`src/rtl/conv_cfg.svh`:
```
`ifndef CONV_CFG_SVH
`define CONV_CFG_SVH

// memory port widths
`define CONV_ADDR_W 16
`define CONV_WORD_W 32

// largest image side, limit for channels and kernels
`define CONV_MAX_N 32
`define CONV_MAX_CH 1024

// 3x3 window
`define CONV_TAPS 9

// partial sum width, wraps on overflow
`define CONV_ACC_W 16

// cycles from read request to read data
`define CONV_RD_LAT 1

`endif

```
`src/rtl/conv_pkg.sv`:
```
`include "conv_cfg.svh"

package conv_pkg;

	typedef logic [`CONV_ADDR_W-1:0] addr_t;
	typedef logic [`CONV_WORD_W-1:0] word_t;

	typedef logic signed [7:0] pix_t;
	typedef logic signed [7:0] tap_t;
	typedef logic signed [`CONV_ACC_W-1:0] acc_t;

	// decoded kernel, tap 0 is top left, row major
	typedef tap_t [`CONV_TAPS-1:0] taps_t;

	typedef struct packed {
		logic cs;
		logic we;
		addr_t addr;
		word_t wdata;
	} sram_req_t;

	typedef struct packed {
		// load accumulator with bias
		logic acc_init;
		logic win_clear;
		logic pix_load;
		logic [3:0] tap_idx;
		// tap outside the image
		logic pad;
		logic mult_en;
		logic acc_en;
		logic out_en;
		word_t bias;
	} lane_ctl_t;

endpackage

```
`src/rtl/weight_codebook.sv`:
```
`include "conv_cfg.svh"

module weight_codebook (
	input logic clk,
	input logic rstn,
	input logic start,
	input conv_pkg::word_t codebook,
	input logic wgt_load,
	input conv_pkg::word_t weight_rdata,
	output conv_pkg::taps_t taps
);
	import conv_pkg::*;

	word_t cb;

	// held for the whole run
	always_ff @(posedge clk or negedge rstn) begin
		if (!rstn)
			cb <= '0;
		else if (start)
			cb <= codebook;
	end

	// 2-bit code picks one byte of the codebook
	always_ff @(posedge clk) begin
		if (wgt_load) begin
			for (int i = 0; i < `CONV_TAPS; i++) begin
				taps[i] <= cb[{weight_rdata[2*i +: 2], 3'b000} +: 8];
			end
		end
	end

endmodule
```
`config.mk`:
```
export PLATFORM = sky130hd
export DESIGN_NAME = weight_codebook
export DESIGN_NICKNAME = d
export VERILOG_FILES = /design/src/rtl/conv_pkg.sv /design/src/rtl/weight_codebook.sv
export VERILOG_INCLUDE_DIRS = /design/src /design/src/rtl
export SDC_FILE = /design/constraint.sdc
export NUM_CORES = 1
export LEC_CHECK = 0
export ABC_CLOCK_PERIOD_IN_PS = 1100
export BUFFER_PORTS_ARGS = -buffer_cell sky130_fd_sc_hd__buf_2
export CORE_ASPECT_RATIO = 1.4
export CORE_MARGIN = 2
export CORE_UTILIZATION = 30
export CTS_BUF_LIST = sky130_fd_sc_hd__clkbuf_16
export CTS_CLUSTER_SIZE = 20
export DETAILED_ROUTE_END_ITERATION = 16
export GPL_ROUTABILITY_DRIVEN = 0
export PLACE_DENSITY = 0.5
export SYNTH_ARGS = -nofsm -noshare
export SYNTH_HDL_FRONTEND = slang
export SYNTH_SLANG_ARGS = --single-unit
```
`constraint.sdc`:
```
create_clock -name clk -period 1.1 [get_ports clk]
set_clock_uncertainty 0.05 [all_clocks]
set_input_delay 0.11 -clock clk [delete_from_list [all_inputs] [get_ports clk]]
set_output_delay 0.11 -clock clk [all_outputs]
set_load 0.03 [all_outputs]
```
==> Word level (Yosys, flattened, before mapping) <==
Cells that the tools add are included.
{ "word_totals": {"reg_bits": 104, "latch_bits": 0, "mem_bits_rw": 0, "romBits": 0, "inputBits": 68, "out_inout_bits": 72, "elab_cells": 19, "mem_count": 0} }
{ "op_classes": {"n_addsub": 0, "n_mul": 0, "div_mod_pow": 0, "order_cmp": 0, "eq_ne": 0, "shift": 9, "n_mux": 0, "bitwise": 0, "reduce_logical": 0} }
{ "ops": {"columns": ["operator", "n"], "rows": [
  ["32-bit by 6-bit variable part select with 8-bit output", 9]
]} }

==> Longest topological paths before layout <==
{ "depth": {"ltp_word": 1, "depth_mapped": 3, "depth_no_buf": 1} }

==> Worst setup path after synthesis <==
No wires, ideal clock.
{ "synth_path": {"path_kind": "register to register", "startpoint": "register cb[24]", "endpoint": "register taps[0] in the netlist's numbering, data pin", "setup_ns": 0.272, "arrival_ns": 0.870, "required_ns": 0.778, "setup_slack_ns": -0.092, "stages_incl_launch_ff": 2, "n_path_buf": 0, "period_less_slack_ns": 1.192, "path_cell_list": "dfrtp_1 > mux4_2"} }
{ "synth_via": {"elab_chain_len": 1} }
{ "synth_lines": {"columns": ["element", "line", "source"], "rows": [
  ["from (decl)", "weight_codebook.sv:14", "word_t cb;"],
  ["from (signal assigned)", "weight_codebook.sv:21", "cb <= codebook;"],
  ["32-bit by 6-bit variable part select with 8-bit output", "weight_codebook.sv:28", "taps[i] <= cb[{weight_rdata[2*i +: 2], 3'b000} +: 8];"],
  ["to (signal, indexed assignment)", "weight_codebook.sv:28", null],
  ["to (decl)", "weight_codebook.sv:10", "output conv_pkg::taps_t taps"]
]} }
Every way passes these cells.
A chain may end at the register's enable or synchronous reset.

==> Worst setup path after layout <==
{ "layout_path": {"startpoint": "register cb[5]", "endpoint": "register taps[13] in the netlist's numbering, data pin"} }
The elaborated chain is that of the path after synthesis.

==> flow_metrics.tcl <==
set metrics [dict create \
    fill_cells 1509 \
    clock-sinks 104 \
    setup_slack_ns -0.1807 \
    syn_avg_cell_area_sq_um 22.37 \
    first_iter_violations 112 \
    netSwitchingPower_w 0.002934 \
    syn-num-nets 298 \
    via_per_inst 5.172 \
    p_leak_nw 2.652 \
    clock.fmax_mhz 780.8 \
    wl_per_cell_um 22.99 \
    path_buf_inv 0 \
    status "finished with violations" \
    yosys.area.top_type "edfxtp_1" \
    critical_path_class "reg -> reg" \
    postSynthCellCount 230 \
    diodes 0 \
    rows 56 \
    finalCritPeriodShare_pct 116.4 \
    cp-start-kind "register" \
    num-nets-final 469 \
    ios 140 \
    cts_made_buffers 9 \
    synth_cell_types 8 \
    rr_startpoint "cb[5]" \
    rsz0062_at_grt "true" \
    route.detailed.drc 0 \
    h-tree-depth 3 \
    antenna_found_initial 0 \
    ys.flop_type "edfxtp_1" \
    clk_pin_slew_ns 0.07 \
    crit_path_cell_trace "mux4_2" \
    cts-root-buf "clkbuf_16" \
    via_count 3150 \
    drive_gt1_share_pct 72.91 \
    synth_edf_count 72 \
    max-cap-violations 0 \
    max_stage_delay_ns 0.49 \
    tritoncts "yes" \
    hp-class "in -> async" \
    worst_pin_slew_ns 0.2074 \
    p_int_w 0.007497 \
    die_h_um 159.0 \
    grt.overflow.total 0 \
    ys_warn_count 0 \
    peakVddDrop_uv 853.0 \
    power_frac_clock_pct 27.4 \
    finalPower_w 0.01043 \
    setup.worst_path.end_class "register" \
    clock_latency_ns 0.33 \
    totalWireLength_mm 14.00 \
    placement.io_buffers 125 \
    clockBufferDepth 2 \
    min_period_ns 1.281 \
    start_util_pct 30.72 \
    post-synth-top-area-fraction_pct 42.02 \
    synthTopCellsByArea "edfxtp_1 (42%), mux4_2 (32%), dfrtp_1 (16%), mux2_2 (6.6%), buf_6 (2.0%)" \
    ys_seq_elements 104 \
    critPathMaxFanout 10 \
    final_hold_viol_count 0 \
    syn_area_sq_um 5145 \
    design_area_sq_um 7020 \
    combPwrFrac_pct 23.5 \
    violations "setup timing" \
    critPathLaunch "cb[5]" \
    swShare_pct 28.13 \
    post_dp_cell_area_sq_um 6280 \
    crit_family "multiplexers" \
    holdWs_ns 0.2159 \
    crit_slowest_cell "mux4_2" \
    yosys-top-cells-count "edfxtp_1 (72), mux4_2 (72), dfrtp_1 (32)" \
    core_area_sq_um 16750 \
    grt_pass1_wl_mm 20.66 \
    seq_power_share_pct 49.0 \
    async_reset_ff_share_pct 30.77 \
    required_ns 1.12 \
    drt-pass1-iter-count 4 \
    dpl.hpwl_mm 9.415 \
    p_per_area_nw_per_um2 1486 \
    antenna_left 0 \
    die_w_um 114.7 \
    areaGrowthSynthToFinish_pct 36.45 \
    track_usage_pct 15.80 \
    first_global_vias 3290 \
    setup_violations 73 \
    maxSlewHeadroom_pct 86.17 \
    crit_arrival_ns 1.30 \
    synth-seq-area-share_pct 57.59 \
    grt_max_degree 39 \
    die_area_sq_um 18230 \
    drv_slew 0 \
]
## worst paths after layout
| check | end | slack, ns | cells past startpoint |
|---|---|---|---|
| hold / removal | cb[15] | 0.22 | 3 |
| hold reg to reg | cb[25] | 0.57 | 1 |
| setup / recovery | taps[13] | -0.18 | 1 |
| min in group clk | taps[17] | 0.23 | 2 |
| max in group asynchronous | cb[20] | 0.58 | 3 |
| setup reg to reg | taps[13] | -0.18 | 1 |
## stage by stage
step	worst slack (ns)	TNS (ns)	std cells	util (%)
after global placement	-0.1902	-10.96	559	37.50
after detailed placement	-0.1908	-11.97	559	37.50
final	-0.1807	-10.89	609	41.92
after global routing	-0.1995	-12.72	609	41.92
after CTS	-0.1751	-10.80	609	41.54
after floorplan	-0.09232	-6.647	230	-
## power groups by stage
| stage | clock network (W) | logic, W | registers, W |
|---|---|---|---|
| 2_1_floorplan | 0 | 0.000947 | 0.00563 |
| 5_1_grt | 0.00305 | 0.00258 | 0.00518 |
| 6_report | 0.00286 | 0.00246 | 0.00511 |
| 3_5_place_dp | 0 | 0.00232 | 0.00515 |
| 4_1_cts | 0.00291 | 0.00245 | 0.00511 |
| 3_3_place_gp | 0 | 0.00231 | 0.00514 |
## sequential cells by signal, summed over array words and instances (netlist names)
signal	flops
cb	32
taps	72
## area by class of cell
class / instances / area, sq um / area share [%]
clock buffers: 9 / 225.2 / 3.208
clock inverters: 7 / 31.28 / 0.4456
multi-input cells: 104 / 1989 / 28.34
flip-flops and latches: 104 / 3003 / 42.77
well taps: 203 / 254.0 / 3.618
repair buffers: 182 / 1518 / 21.62
## cell usage in the layout, fill, tap and decap left out
master | synthesis | final
buf_2 | 0 | 108
buf_6 | 9 | 17
mux2_4 | 2 | 2
edfxtp_1 | 72 | 72
dlygate4sd3_1 | 0 | 33
buf_4 | 0 | 2
inv_1 | 0 | 1
clkinv_1 | 0 | 4
clkbuf_16 | 0 | 9
dfrtp_2 | 0 | 32
mux2_2 | 30 | 30
mux4_2 | 72 | 72
clkinvlp_4 | 0 | 1
clkinv_2 | 0 | 1
buf_12 | 0 | 22
## metal layers
metal | wire length, um | GRT usage (%) | up-vias
met5 | 0 | 0 | -
met4 | 356 | 5.765 | 0
met3 | 819 | 2.589 | 21
met2 | 7833 | 28.67 | 142
met1 | 4993 | 18.50 | 1643
li1 | - | - | 1344
## cells by family after synthesis
family,after synthesis,share of synthesized area [%]
buffers and inverters,22,3.745
flip-flops,104,57.59
multiplexers,104,38.67
## what timing repair did
| action | 4_1_cts | 5_1_grt |
|---|---|---|
| cloned | 0 | 0 |
| buffers inserted | 1 | 0 |
| resized for setup | 46 | 29 |
| setup endpoints to repair | 80 | 90 |
| hold buffers | 33 | 0 |
| hold endpoints to repair | 64 | 0 |
(Power assumes the default switching activity.)
