### src/rtl/conv_cfg.svh
`ifndef CONV_CFG_SVH
`define CONV_CFG_SVH

// memory port widths
`define CONV_ADDR_W 16
`define CONV_WORD_W 32

// largest image side, limit for channels and kernels
`define CONV_MAX_N 32
`define CONV_MAX_CH 1024

// 3x3 window
`define CONV_TAPS 9

// partial sum width, wraps on overflow
`define CONV_ACC_W 16

// cycles from read request to read data
`define CONV_RD_LAT 1

`endif

### src/rtl/conv_pkg.sv
`include "conv_cfg.svh"

package conv_pkg;

	typedef logic [`CONV_ADDR_W-1:0] addr_t;
	typedef logic [`CONV_WORD_W-1:0] word_t;

	typedef logic signed [7:0] pix_t;
	typedef logic signed [7:0] tap_t;
	typedef logic signed [`CONV_ACC_W-1:0] acc_t;

	// decoded kernel, tap 0 is top left, row major
	typedef tap_t [`CONV_TAPS-1:0] taps_t;

	typedef struct packed {
		logic cs;
		logic we;
		addr_t addr;
		word_t wdata;
	} sram_req_t;

	typedef struct packed {
		// load accumulator with bias
		logic acc_init;
		logic win_clear;
		logic pix_load;
		logic [3:0] tap_idx;
		// tap outside the image
		logic pad;
		logic mult_en;
		logic acc_en;
		logic out_en;
		word_t bias;
	} lane_ctl_t;

endpackage

### src/rtl/conv_ctrl.sv
`include "conv_cfg.svh"

module conv_ctrl (
	input logic clk,
	input logic rstn,
	input logic start,
	output logic finish,
	output conv_pkg::sram_req_t param_req,
	output conv_pkg::sram_req_t bias_req,
	output conv_pkg::sram_req_t weight_req,
	output conv_pkg::sram_req_t pix_req,
	output conv_pkg::sram_req_t out_req,
	input conv_pkg::word_t param_rdata,
	input conv_pkg::word_t bias_rdata,
	output logic wgt_load,
	output conv_pkg::lane_ctl_t lane_ctl
);
	import conv_pkg::*;

	localparam int XW = $clog2(`CONV_MAX_N);
	localparam int NW = $clog2(`CONV_MAX_N + 1);
	localparam int KW = $clog2(`CONV_MAX_CH);
	localparam int CW = $clog2(`CONV_MAX_CH + 1);
	localparam int PARAM_LAST = 2 + `CONV_RD_LAT;
	localparam int FETCH_LAST = `CONV_TAPS - 1 + `CONV_RD_LAT;

	typedef enum logic [3:0] {
		st_idle,
		st_load_param,
		st_load_bias,
		st_load_weight,
		st_fetch,
		st_multiply,
		st_accumulate,
		st_write,
		st_finish
	} state_t;

	state_t state;
	state_t next_state;
	logic [3:0] cnt;
	logic accept;

	logic [NW-1:0] n_side;
	logic [CW-1:0] n_ch;
	logic [CW-1:0] n_ker;
	logic [2*NW-1:0] n_sq;
	word_t bias_q;

	logic [XW-1:0] x_cnt;
	logic [XW-1:0] y_cnt;
	logic [KW-1:0] ch_cnt;
	logic [KW-1:0] k_cnt;
	logic x_last;
	logic y_last;
	logic ch_last;
	logic k_last;

	logic [1:0] tap_row;
	logic [1:0] tap_col;
	logic [XW+1:0] yy;
	logic [XW+1:0] xx;
	logic pad;
	logic pad_q;
	logic [31:0] pix_lin;
	logic [31:0] out_lin;
	logic [31:0] wgt_lin;

	assign accept = start && (state == st_idle || state == st_finish);

	assign x_last = ({1'b0, x_cnt} == n_side - 1'b1);
	assign y_last = ({1'b0, y_cnt} == n_side - 1'b1);
	assign ch_last = ({1'b0, ch_cnt} == n_ch - 1'b1);
	assign k_last = ({1'b0, k_cnt} == n_ker - 1'b1);
	assign n_sq = n_side * n_side;

	always_comb begin
		next_state = state;
		case (state)
			st_idle: if (start) next_state = st_load_param;
			st_load_param: if (cnt == 4'(PARAM_LAST)) next_state = st_load_bias;
			st_load_bias: if (cnt == 4'(`CONV_RD_LAT)) next_state = st_load_weight;
			st_load_weight: if (cnt == 4'(`CONV_RD_LAT)) next_state = st_fetch;
			st_fetch: if (cnt == 4'(FETCH_LAST)) next_state = st_multiply;
			st_multiply: next_state = st_accumulate;
			st_accumulate: next_state = ch_last ? st_write : st_load_weight;
			st_write: begin
				if (x_last && y_last && k_last)
					next_state = st_finish;
				else if (x_last && y_last)
					next_state = st_load_bias;
				else
					next_state = st_load_weight;
			end
			st_finish: if (start) next_state = st_load_param;
			default: next_state = st_idle;
		endcase
	end

	// phase counter restarts on every state change
	always_ff @(posedge clk or negedge rstn) begin
		if (!rstn) begin
			state <= st_idle;
			cnt <= '0;
		end else begin
			state <= next_state;
			cnt <= (next_state != state) ? 4'd0 : cnt + 4'd1;
		end
	end

	always_ff @(posedge clk or negedge rstn) begin
		if (!rstn) begin
			n_side <= '0;
			n_ch <= '0;
			n_ker <= '0;
			bias_q <= '0;
		end else if (state == st_load_param) begin
			if (cnt == 4'(`CONV_RD_LAT))
				n_side <= param_rdata[NW-1:0];
			if (cnt == 4'(`CONV_RD_LAT + 1))
				n_ch <= param_rdata[CW-1:0];
			if (cnt == 4'(`CONV_RD_LAT + 2))
				n_ker <= param_rdata[CW-1:0];
		end else if (state == st_load_bias && cnt == 4'(`CONV_RD_LAT)) begin
			bias_q <= bias_rdata;
		end
	end

	// kernel, row, column, channel innermost
	always_ff @(posedge clk or negedge rstn) begin
		if (!rstn) begin
			x_cnt <= '0;
			y_cnt <= '0;
			ch_cnt <= '0;
			k_cnt <= '0;
		end else if (accept) begin
			x_cnt <= '0;
			y_cnt <= '0;
			ch_cnt <= '0;
			k_cnt <= '0;
		end else if (state == st_accumulate && !ch_last) begin
			ch_cnt <= ch_cnt + 1'b1;
		end else if (state == st_write) begin
			ch_cnt <= '0;
			if (!x_last) begin
				x_cnt <= x_cnt + 1'b1;
			end else begin
				x_cnt <= '0;
				if (!y_last) begin
					y_cnt <= y_cnt + 1'b1;
				end else begin
					y_cnt <= '0;
					k_cnt <= k_last ? '0 : k_cnt + 1'b1;
				end
			end
		end
	end

	// tap position in the window
	always_comb begin
		if (cnt < 4'd3) begin
			tap_row = 2'd0;
			tap_col = cnt[1:0];
		end else if (cnt < 4'd6) begin
			tap_row = 2'd1;
			tap_col = 2'(cnt - 4'd3);
		end else begin
			tap_row = 2'd2;
			tap_col = 2'(cnt - 4'd6);
		end
	end

	// -1 wraps to set the top bit
	assign yy = (XW+2)'(y_cnt) + (XW+2)'(tap_row) - (XW+2)'(1);
	assign xx = (XW+2)'(x_cnt) + (XW+2)'(tap_col) - (XW+2)'(1);
	assign pad = yy[XW+1] || xx[XW+1] || (yy >= (XW+2)'(n_side)) || (xx >= (XW+2)'(n_side));

	assign pix_lin = ch_cnt * n_sq + yy * n_side + xx;
	assign out_lin = k_cnt * n_sq + y_cnt * n_side + x_cnt;
	assign wgt_lin = k_cnt * n_ch + ch_cnt;

	assign param_req = '{cs: (state == st_load_param) && (cnt < 4'd3), we: 1'b0,
		addr: addr_t'(cnt), wdata: '0};
	assign bias_req = '{cs: (state == st_load_bias) && (cnt == 4'd0), we: 1'b0,
		addr: addr_t'(k_cnt), wdata: '0};
	assign weight_req = '{cs: (state == st_load_weight) && (cnt == 4'd0), we: 1'b0,
		addr: wgt_lin[`CONV_ADDR_W-1:0], wdata: '0};
	assign pix_req = '{cs: (state == st_fetch) && (cnt < 4'(`CONV_TAPS)) && !pad, we: 1'b0,
		addr: pix_lin[`CONV_ADDR_W-1:0], wdata: '0};

	assign wgt_load = (state == st_load_weight) && (cnt == 4'(`CONV_RD_LAT));

	assign lane_ctl = '{
		acc_init: (state == st_load_weight) && (cnt == 4'd0) && (ch_cnt == '0),
		win_clear: (state == st_fetch) && (cnt == 4'd0),
		pix_load: (state == st_fetch) && (cnt >= 4'(`CONV_RD_LAT)),
		tap_idx: cnt - 4'(`CONV_RD_LAT),
		pad: pad_q,
		mult_en: state == st_multiply,
		acc_en: state == st_accumulate,
		out_en: state == st_write,
		bias: bias_q
	};

	// write request lines up with the lane's registered byte
	always_ff @(posedge clk or negedge rstn) begin
		if (!rstn) begin
			pad_q <= 1'b0;
			out_req <= '0;
			finish <= 1'b0;
		end else begin
			pad_q <= pad;
			out_req <= '{cs: state == st_write, we: state == st_write,
				addr: out_lin[`CONV_ADDR_W-1:0], wdata: '0};
			finish <= (state == st_finish) && !start;
		end
	end

	a_finish_quiet: assert property (@(posedge clk) disable iff (!rstn)
		finish |-> !(param_req.cs || bias_req.cs || weight_req.cs || pix_req.cs || out_req.cs));

	a_tap_range: assert property (@(posedge clk) disable iff (!rstn)
		lane_ctl.pix_load |-> lane_ctl.tap_idx < 4'(`CONV_TAPS));

endmodule

### config.mk
export PLATFORM = sky130hd
export DESIGN_NAME = conv_ctrl
export DESIGN_NICKNAME = d
export VERILOG_FILES = /design/src/rtl/conv_pkg.sv /design/src/rtl/conv_ctrl.sv
export VERILOG_INCLUDE_DIRS = /design/src /design/src/rtl
export SDC_FILE = /design/constraint.sdc
export NUM_CORES = 1
export LEC_CHECK = 0
export ABC_AREA = 0
export BUFFER_PORTS_ARGS = -buffer_cell sky130_fd_sc_hd__buf_2
export CORE_MARGIN = 8
export CORE_UTILIZATION = 45
export CTS_CLUSTER_SIZE = 25
export DETAILED_ROUTE_END_ITERATION = 8
export PLACE_DENSITY = 0.74
export SYNTH_ARGS = -nofsm -noshare
export SYNTH_HDL_FRONTEND = slang
export SYNTH_SLANG_ARGS = --single-unit
### constraint.sdc
create_clock -name clk -period 17.9 [get_ports clk]
set_clock_uncertainty 0.1 [all_clocks]
set_input_delay 1.79 -clock clk [delete_from_list [all_inputs] [get_ports clk]]
set_output_delay 1.79 -clock clk [all_outputs]
set_load 0.02 [all_outputs]
* After elaboration in Yosys (flattened, before gate mapping)
Cells that the tools add are included.
Cells by class: bitwise logic cells 1, $lt $le $gt $ge 6, muxes and demuxes 32, reduce and logical (&&, ||, !) cells 37, $mul 6, eq/ne operators 18, add/sub/neg operators 20
Operators with widths (count):
- 2-to-1 mux 10 bit | 9
- 2-to-1 mux 5 bit | 9
- multiplier 10 x 12 -> 16 bit | 2
- case mux 4 bit (8 select lines) | 1
- 2-to-1 mux 4 bit | 7
- == test 10 x 11 -> 1 bit | 2
- subtractor 11 x 1 -> 11 bit (second input constant) | 2
- adder 10 x 1 -> 10 bit (second input constant) | 2
- adder 16 x 10 -> 16 bit | 1
- adder 16 x 11 -> 16 bit | 1
- adder 16 x 13 -> 16 bit | 1
- adder 16 x 5 -> 16 bit | 1
- adder 16 x 7 -> 16 bit | 1
- == test 4 x 2 -> 1 bit (second input constant) | 4
- == test 4 x 3 -> 1 bit (second input constant) | 4
- multiplier 10 x 11 -> 16 bit | 1
- logical AND 1 bit | 15
- >= comparator 7 x 6 -> 1 bit | 2
- subtractor 6 x 1 -> 7 bit (second input constant) | 2
- multiplier 7 x 6 -> 13 bit | 1
- adder 5 x 2 -> 6 bit | 2
- == test 5 x 6 -> 1 bit | 2
- multiplier 6 x 6 -> 12 bit | 1
- multiplier 5 x 6 -> 11 bit | 1
- 27 further kinds | 46
Word-level totals: output and inout bits 295, register bits 117, word-level logic and storage cells 134

* Logic depth before layout (Yosys ltp)
Gate-level depths: netlist (run 1).
word-level depth 10, depth in mapped cells 38, depth with buffers taken out 35

* Worst setup path before layout (run 1)
Ideal clock, no wire load.
path type reg-to-output, start point reg n_side[1], end point out pix_req[47] (netlist name), data arrival time 9031 ps, path slack 6979 ps, required time 16010 ps, buffers on the path 1, stages on the path, launching flop included 33, path through dfrtp_1 -> clkbuf_1 -> clkinv_1 -> nor2_1 -> inv_1 -> fa_1 -> and2_1 -> fa_1 -> ha_1 -> a211oi_1 -> o21bai_1 -> a21oi_1 -> o21bai_1 -> a21o_1 -> xnor2_1 -> nand2_1 -> fa_1 -> fa_1 -> fa_1 -> inv_1 -> fa_1 -> inv_1 -> fa_1 -> fa_1 -> xnor2_1 -> xnor2_1 -> xnor2_1 -> xnor2_1 -> xnor3_1 -> xnor2_1 -> xnor2_1 -> xnor3_1 -> xor2_1
RTL lines:
- start: declaration | RTL line conv_ctrl.sv:44 | logic [NW-1:0] n_side;
- start signal: assignment | RTL line conv_ctrl.sv:119 | n_side <= param_rdata[NW-1:0];
- end: declaration | RTL line conv_ctrl.sv:11 | output conv_pkg::sram_req_t pix_req,

==> results of run 1 <==
-- per-layer routing --
metal,global-route usage,share of wire
met5,0,0
met4,0.0787,0.037
met3,0.0338,0.081
met2,0.330,0.49
met1,0.240,0.39
-- per-stage QoR --
stage / util / instance area (sq um)
3_3_place_gp: 0.467 / 21700
6_report: 0.479 / 22200
3_5_place_dp: 0.467 / 21700
2_1_floorplan: - / 21700
5_1_grt: 0.479 / 22200
4_1_cts: 0.479 / 22200
-- critical path: cells and delay by family (launching register included) --
kind	cells	cell delay [ps]
fa+ha+maj	9	4070
simple gates	3	720
xor+xnor	10	2240
buf+inv	6	1110
flops	1	780
compound gates	5	1040
-- worst min path at each step --
stage	cells past startpoint	slack [ps]	end	start
after floorplan	1	400	n_ker[10]	n_ker[10]
after global placement	1	380	bias_q[22]	bias_q[22]
after detailed placement	1	390	bias_q[20]	bias_q[20]
after CTS	1	400	bias_q[20]	bias_q[20]
after global routing	1	420	bias_q[19]	bias_q[19]
final	1	400	bias_q[20]	bias_q[20]
-- cell usage in the layout (no fill, tap or decap), drive strengths merged, types with 6 or more instances in the layout --
| cell type | n |
|---|---|
| dfrtp | 117 |
| nand2b | 18 |
| a31oi | 9 |
| and2 | 151 |
| o21ai | 66 |
| nor3 | 23 |
| nor2 | 92 |
| xor2 | 38 |
| a21o | 14 |
| nand4 | 7 |
| nand3 | 32 |
| conb | 182 |
| buf | 183 |
| and3 | 31 |
| nand2 | 225 |
| fa | 272 |
| clkbuf | 19 |
| xnor3 | 8 |
| xnor2 | 72 |
| o31ai | 18 |
| inv | 453 |
| mux2 | 60 |
| a21oi | 41 |
| o21bai | 7 |
| nor2b | 9 |
| a211oi | 8 |
| ha | 243 |
| or3 | 7 |
| clkinv | 6 |
-- registers in the layout, indices dropped and copies added (netlist names), 6 cells and up --
name     cells
bias_q      32
ch_cnt      10
k_cnt       10
n_ch        11
n_ker       11
n_side       6
out_req     17
-- layout make-up --
class	count	area share
Multi-Input combinational cell	1692	0.689
Clock inverter	13	0.00451
Sequential cell	117	0.132
Antenna cell	1	0.000113
Tap cell	607	0.0342
Clock buffer	19	0.0204
Inverter	450	0.0761
Timing Repair Buffer	183	0.0442
-- cell families (layout without fill, tap and decap cells) --
kind of cell | after synthesis | after routing | share of synthesized area
other cells | 1 | 183 | 0.000179
compound gates | 195 | 195 | 0.0580
mux | 61 | 61 | 0.0327
fa+ha+maj | 515 | 515 | 0.404
simple gates | 621 | 621 | 0.146
flops | 117 | 117 | 0.139
xor+xnor | 118 | 118 | 0.0545
buf+inv | 734 | 665 | 0.165
==> results.md, run 1 <==
- Seq. cell area: 2930 sq um
- Worst setup endpoint: pix_req[47]
- Routed vias/inst: 5.12
- Worst slack, placed: 6100 ps
- Rel. slew slack: 0.329
- Syn Inst Count: 2362
- Required time worst endpoint: 16010 ps
- Critical R2R Capture: out_req[47]
- Top_reg_cell synth: dfrtp_1
- CTS sink count: 117
- Crit end category: output pin
- CP Class: reg2out
- Total Die Area: 53800 sq um
- Worst r2r src: n_side[3]
- Top cells by area, synth: fa_1, ha_1, dfrtp_1
- I/O Pins: 362
- Detailed Place HPWL: 40.0 mm
- Post-synthesis sequential area ratio: 0.139
- Critical Path Fanout Max: 16
- Min cycle time layout: 12280 ps
- Core Footprint: 46400 sq um
- Startpoint Class: flip-flop
- Skew-Pair Late Insertion Delay: 430 ps
- Die Y-Extent: 232 um
- Drt wl/cell: 16.8 um
- Largest area contributor in the netlist: fa_1
- CTS tree: done
- Iteration-0 DRC Markers: 966
- Number of flops mapped to enable cells by yosys: 0
- Mapped Avg Cell Area: 8.89 sq um
- Placement row count: 79
- Antenna viol nets, final: 0
- Root buffer cell: clkbuf_16
- GRT Total Usage: 0.193
- Fin Hold WS: 399 ps
- Synthesized area: 21000 sq um
- Fin. Hold Viols: 0
- Cell mode on critical path: fa_1
- Number of placed instances, taps included: 3049
- R2R depth: 26
- RSZ-0062 raised after global routing: false
- Area growth, synth to finish: 5.75%
- Fill cell count: 4292
- Clk slew on worst S/H paths: 60 ps
- Chip width: 232 um
- Setup bufs post-CTS: 0
- Post-synth top cells: inv_1, fa_1, ha_1
- Final setup viols: 0
- Final setup margin: 5620 ps
- Share of Yosys cell area claimed by the top area cell type: 0.259
- Multi-input logic area: 15300 sq um
- Fin crit share: 0.686
- Final WL: 51.8 mm
- Flops & latches, synth: 117
- Layout cells sized above 1: 0.116
- Yosys cell types: 66
- Post_cts resized: 0
- H-tree depth: 4
- Slew of the pin with the lowest slew margin: 1010 ps
- Setup TNS: 0 ps
- Clk buf depth: 2
- Remaining Overflow, GRT: 0
- Synth async-reset ratio: 1.00
- Max_cap viols: 0
- DRT Pass-1 Iters: 6
- Initial antenna violation count: 2
- Initial Util: 0.453
- CP max stage delay: 780 ps
- Status: finished, final reports clean
- Input/output buffers: 158
- Residual DRC: 0
- Fin. max-slew vios: 0
- Largest net degree at the start of global routing: 60
- Type of the tightest min-delay check: reg2reg
- Nets@finish: 3043
- Arr. time, crit path: 10390 ps
- Max frequency: 81.5 MHz
- Layout Cells excl Fill: 3082
- Total CTS buffers: 17
- Register-to-register setup slack: 7780 ps
- Ys Warns: 0
- CP max-delay cell: dfrtp_1
- Most frequent cell after synthesis: inv_1
- Vias in the first global route: 16839
- Global-route wire length before repair: 84.7 mm
- GPL Wtd Cong: 0.941
- Cts hold-fix bufs: 0
- DR vias: 15778
- Crit path from: n_side[3]
Power of run 1 is not shown: default switching activity piles up to over one toggle a cycle in this logic, so the estimate is an artifact.
==> run 2: changes to the inputs <==
Settings changed: PLACE_DENSITY 0.74 to 0.77.
Clock period 17.9 ns to 10.3 ns, I/O delays scaled along.
==> run 2 against run 1 <==
Against the previous run:
- sequential share of layout area fell by 0.12 points
- flip-flop and latch count unchanged
- non-clock buffer count up 18
- global-route usage shrank 0.079 points
- critical path depth unchanged
- final area is 1.1% higher
- first-iteration DRC count increased by 4.9%
- hold slack gained 0.67 ps
- via count decreased by 0.37%
- clock-buffer cell count down 1
==> results.md, run 2 (synthesis results as in run 1) <==
- Root buffer cell: clkbuf_16 (unchanged)
- Register-to-register setup slack: 1450 ps (was 7780 ps)
- Register bank with the most flops: bias_q (unchanged)
- Detailed Place HPWL: 40.9 mm (was 40.0 mm)
- Required time worst endpoint: 9170 ps (was 16010 ps)
- CTS sink count: 117 (unchanged)
- Bufs and invs on worst path: 7 (was 6)
- Fin. Hold Viols: 0 (unchanged)
- Regs by FF count: bias_q: 32 flops, out_req: 17 flops (unchanged)
- Initial Util: 0.453 (unchanged)
- Fin crit share: 0.956
- Number of placed instances, taps included: 3061 (was 3049)
- Max frequency: 102 MHz
- Most frequent cells in the layout: inv_1, fa_1, ha_1, nand2_1, conb_1 (unchanged)
- CP max stage delay: 550 ps (was 780 ps)
- Fin area: 22500 sq um (was 22200 sq um)
- Final WL: 52.4 mm (was 51.8 mm)
- Top sig layer: met4 (unchanged)
- Startpoint Class: flip-flop (unchanged)
- Largest net degree at the start of global routing: 76 (was 60)
- H-tree depth: 4 (unchanged)
- Drt wl/cell: 16.9 um (was 16.8 um)
- GRT Total Usage: 0.192 (was 0.193)
- Commonest non-fill, non-tap cell in the layout: inv_1 (unchanged)
- Setup TNS: 0 ps (unchanged)
- Ant diodes: 0 (was 1)
- Iteration-0 DRC Markers: 1013 (was 966)
- Total Die Area: 53800 sq um (unchanged)
- Critical R2R Capture: out_req[47] (unchanged)
- Residual DRC: 0 (unchanged)
- DR vias: 15720 (was 15778)
- R2R depth: 28 (was 26)
- Layout Cells excl Fill: 3099 (was 3082)
- Status: finished, final reports clean (unchanged)
- Skew-Pair Late Insertion Delay: 430 ps (about the same)
- RSZ-0062 raised after global routing: false (unchanged)
- Crit path from: n_side[3] (unchanged)
- Placement row count: 79 (unchanged)
- Area growth, synth to finish: 6.93% (was 5.75%)
- GPL Wtd Cong: 0.907 (was 0.941)
- Remaining Overflow, GRT: 0 (unchanged)
- Cts hold-fix bufs: 0 (unchanged)
- Met3 WL: 4.21 mm (was 4.18 mm)
- Worst r2r src: n_side[3] (unchanged)
- Core Footprint: 46400 sq um (unchanged)
- Metal1 wirelength: 20.4 mm (was 20.1 mm)
- Input/output buffers: 158 (unchanged)
- Max_cap viols: 0 (unchanged)
- Type of the tightest min-delay check: reg2reg (unchanged)
- CP max-delay cell: fa_1 (was dfrtp_1)
- Crit path depth: 33 (unchanged)
- Largest register FFs: 32 (unchanged)
- Global-route wire length before repair: 84.2 mm (was 84.7 mm)
- CP delay by family, top: adder cells (unchanged)
- Chip width: 232 um (unchanged)
- Wire length on met2: 26.2 mm (was 25.6 mm)
- Worst setup endpoint: pix_req[47] (unchanged)
- Arr. time, crit path: 8720 ps (was 10390 ps)
- Layout cells sized above 1: 0.129 (was 0.116)
- Routed vias/inst: 5.07 (was 5.12)
- Initial antenna violation count: 0 (was 2)
- Die Y-Extent: 232 um (unchanged)
- CTS tree: done (unchanged)
- Clk buf depth: 2 (unchanged)
- Min cycle time layout: 9850 ps
- Critical Path Fanout Max: 7 (was 16)
- Final setup viols: 0 (unchanged)
- I/O Pins: 362 (unchanged)
- Fin. max-slew vios: 0 (unchanged)
- Antenna viol nets, final: 0 (unchanged)
- Placed instance area: 21700 sq um (about the same)
- CP Class: reg2out (unchanged)
- Total CTS buffers: 17 (unchanged)
- DRT Pass-1 Iters: 6 (unchanged)
- Crit end category: output pin (unchanged)
- Rel. slew slack: 0.192 (was 0.329)
- Clk slew on worst S/H paths: 60 ps (about the same)
- Vias in the first global route: 16467 (was 16839)
- Nets@finish: 3061 (was 3043)
- Slew of the pin with the lowest slew margin: 1210 ps (was 1010 ps)
[run 2: how the worst min path moves through the flow]
stage,from,slack (ps),cells past startpoint,to
floorplan,n_ker[10],400,1,n_ker[10]
global placement,bias_q[14],380,1,bias_q[14]
detailed placement,bias_q[2],390,1,bias_q[2]
CTS,bias_q[2],400,1,bias_q[2]
global route,bias_q[3],420,1,bias_q[3]
finish,bias_q[2],400,1,bias_q[2]
[run 2: layout make-up]
type,count,area [sq um]
Clock buffer,18,429
Sequential cell,117,2930
Fill cell,4231,23900
Clock inverter,14,168
Inverter,450,1690
Timing Repair Buffer,201,1130
Tap cell,607,759
Multi-Input combinational cell,1692,15300
[run 2: timing repair]
item,CTS,global route
pin swaps,0,4
buffers inserted,0,6
endpoints found under the hold margin,0,0
setup endpoints to repair,1,2
gates cloned,0,0
gates resized for setup,4,16
[run 2: worst register-to-register path: cells and delay by family (launching register included)]
family	cells	cell delay (ps)
fa+ha+maj	10	4630
compound gates	5	1610
simple gates	5	1040
buf+inv	5	610
flops	1	440
xor+xnor	3	350
[run 2: layer usage]
layer / GRT usage / vias up
met5: 0 / -
met4: 0.0740 / 0
met3: 0.0344 / 108
met2: 0.327 / 663
met1: 0.241 / 7765
li1: - / 7184
[run 2: stage by stage]
stage                     hold slack, ps  utilization  setup slack [ps]
after floorplan                      403            -               139
after global placement               381        0.469               402
after detailed placement             387        0.469               312
after CTS                            401        0.482              18.0
after global routing                 419        0.484              89.0
final                                399        0.484               454
Power of run 2 is left out for the same reason.
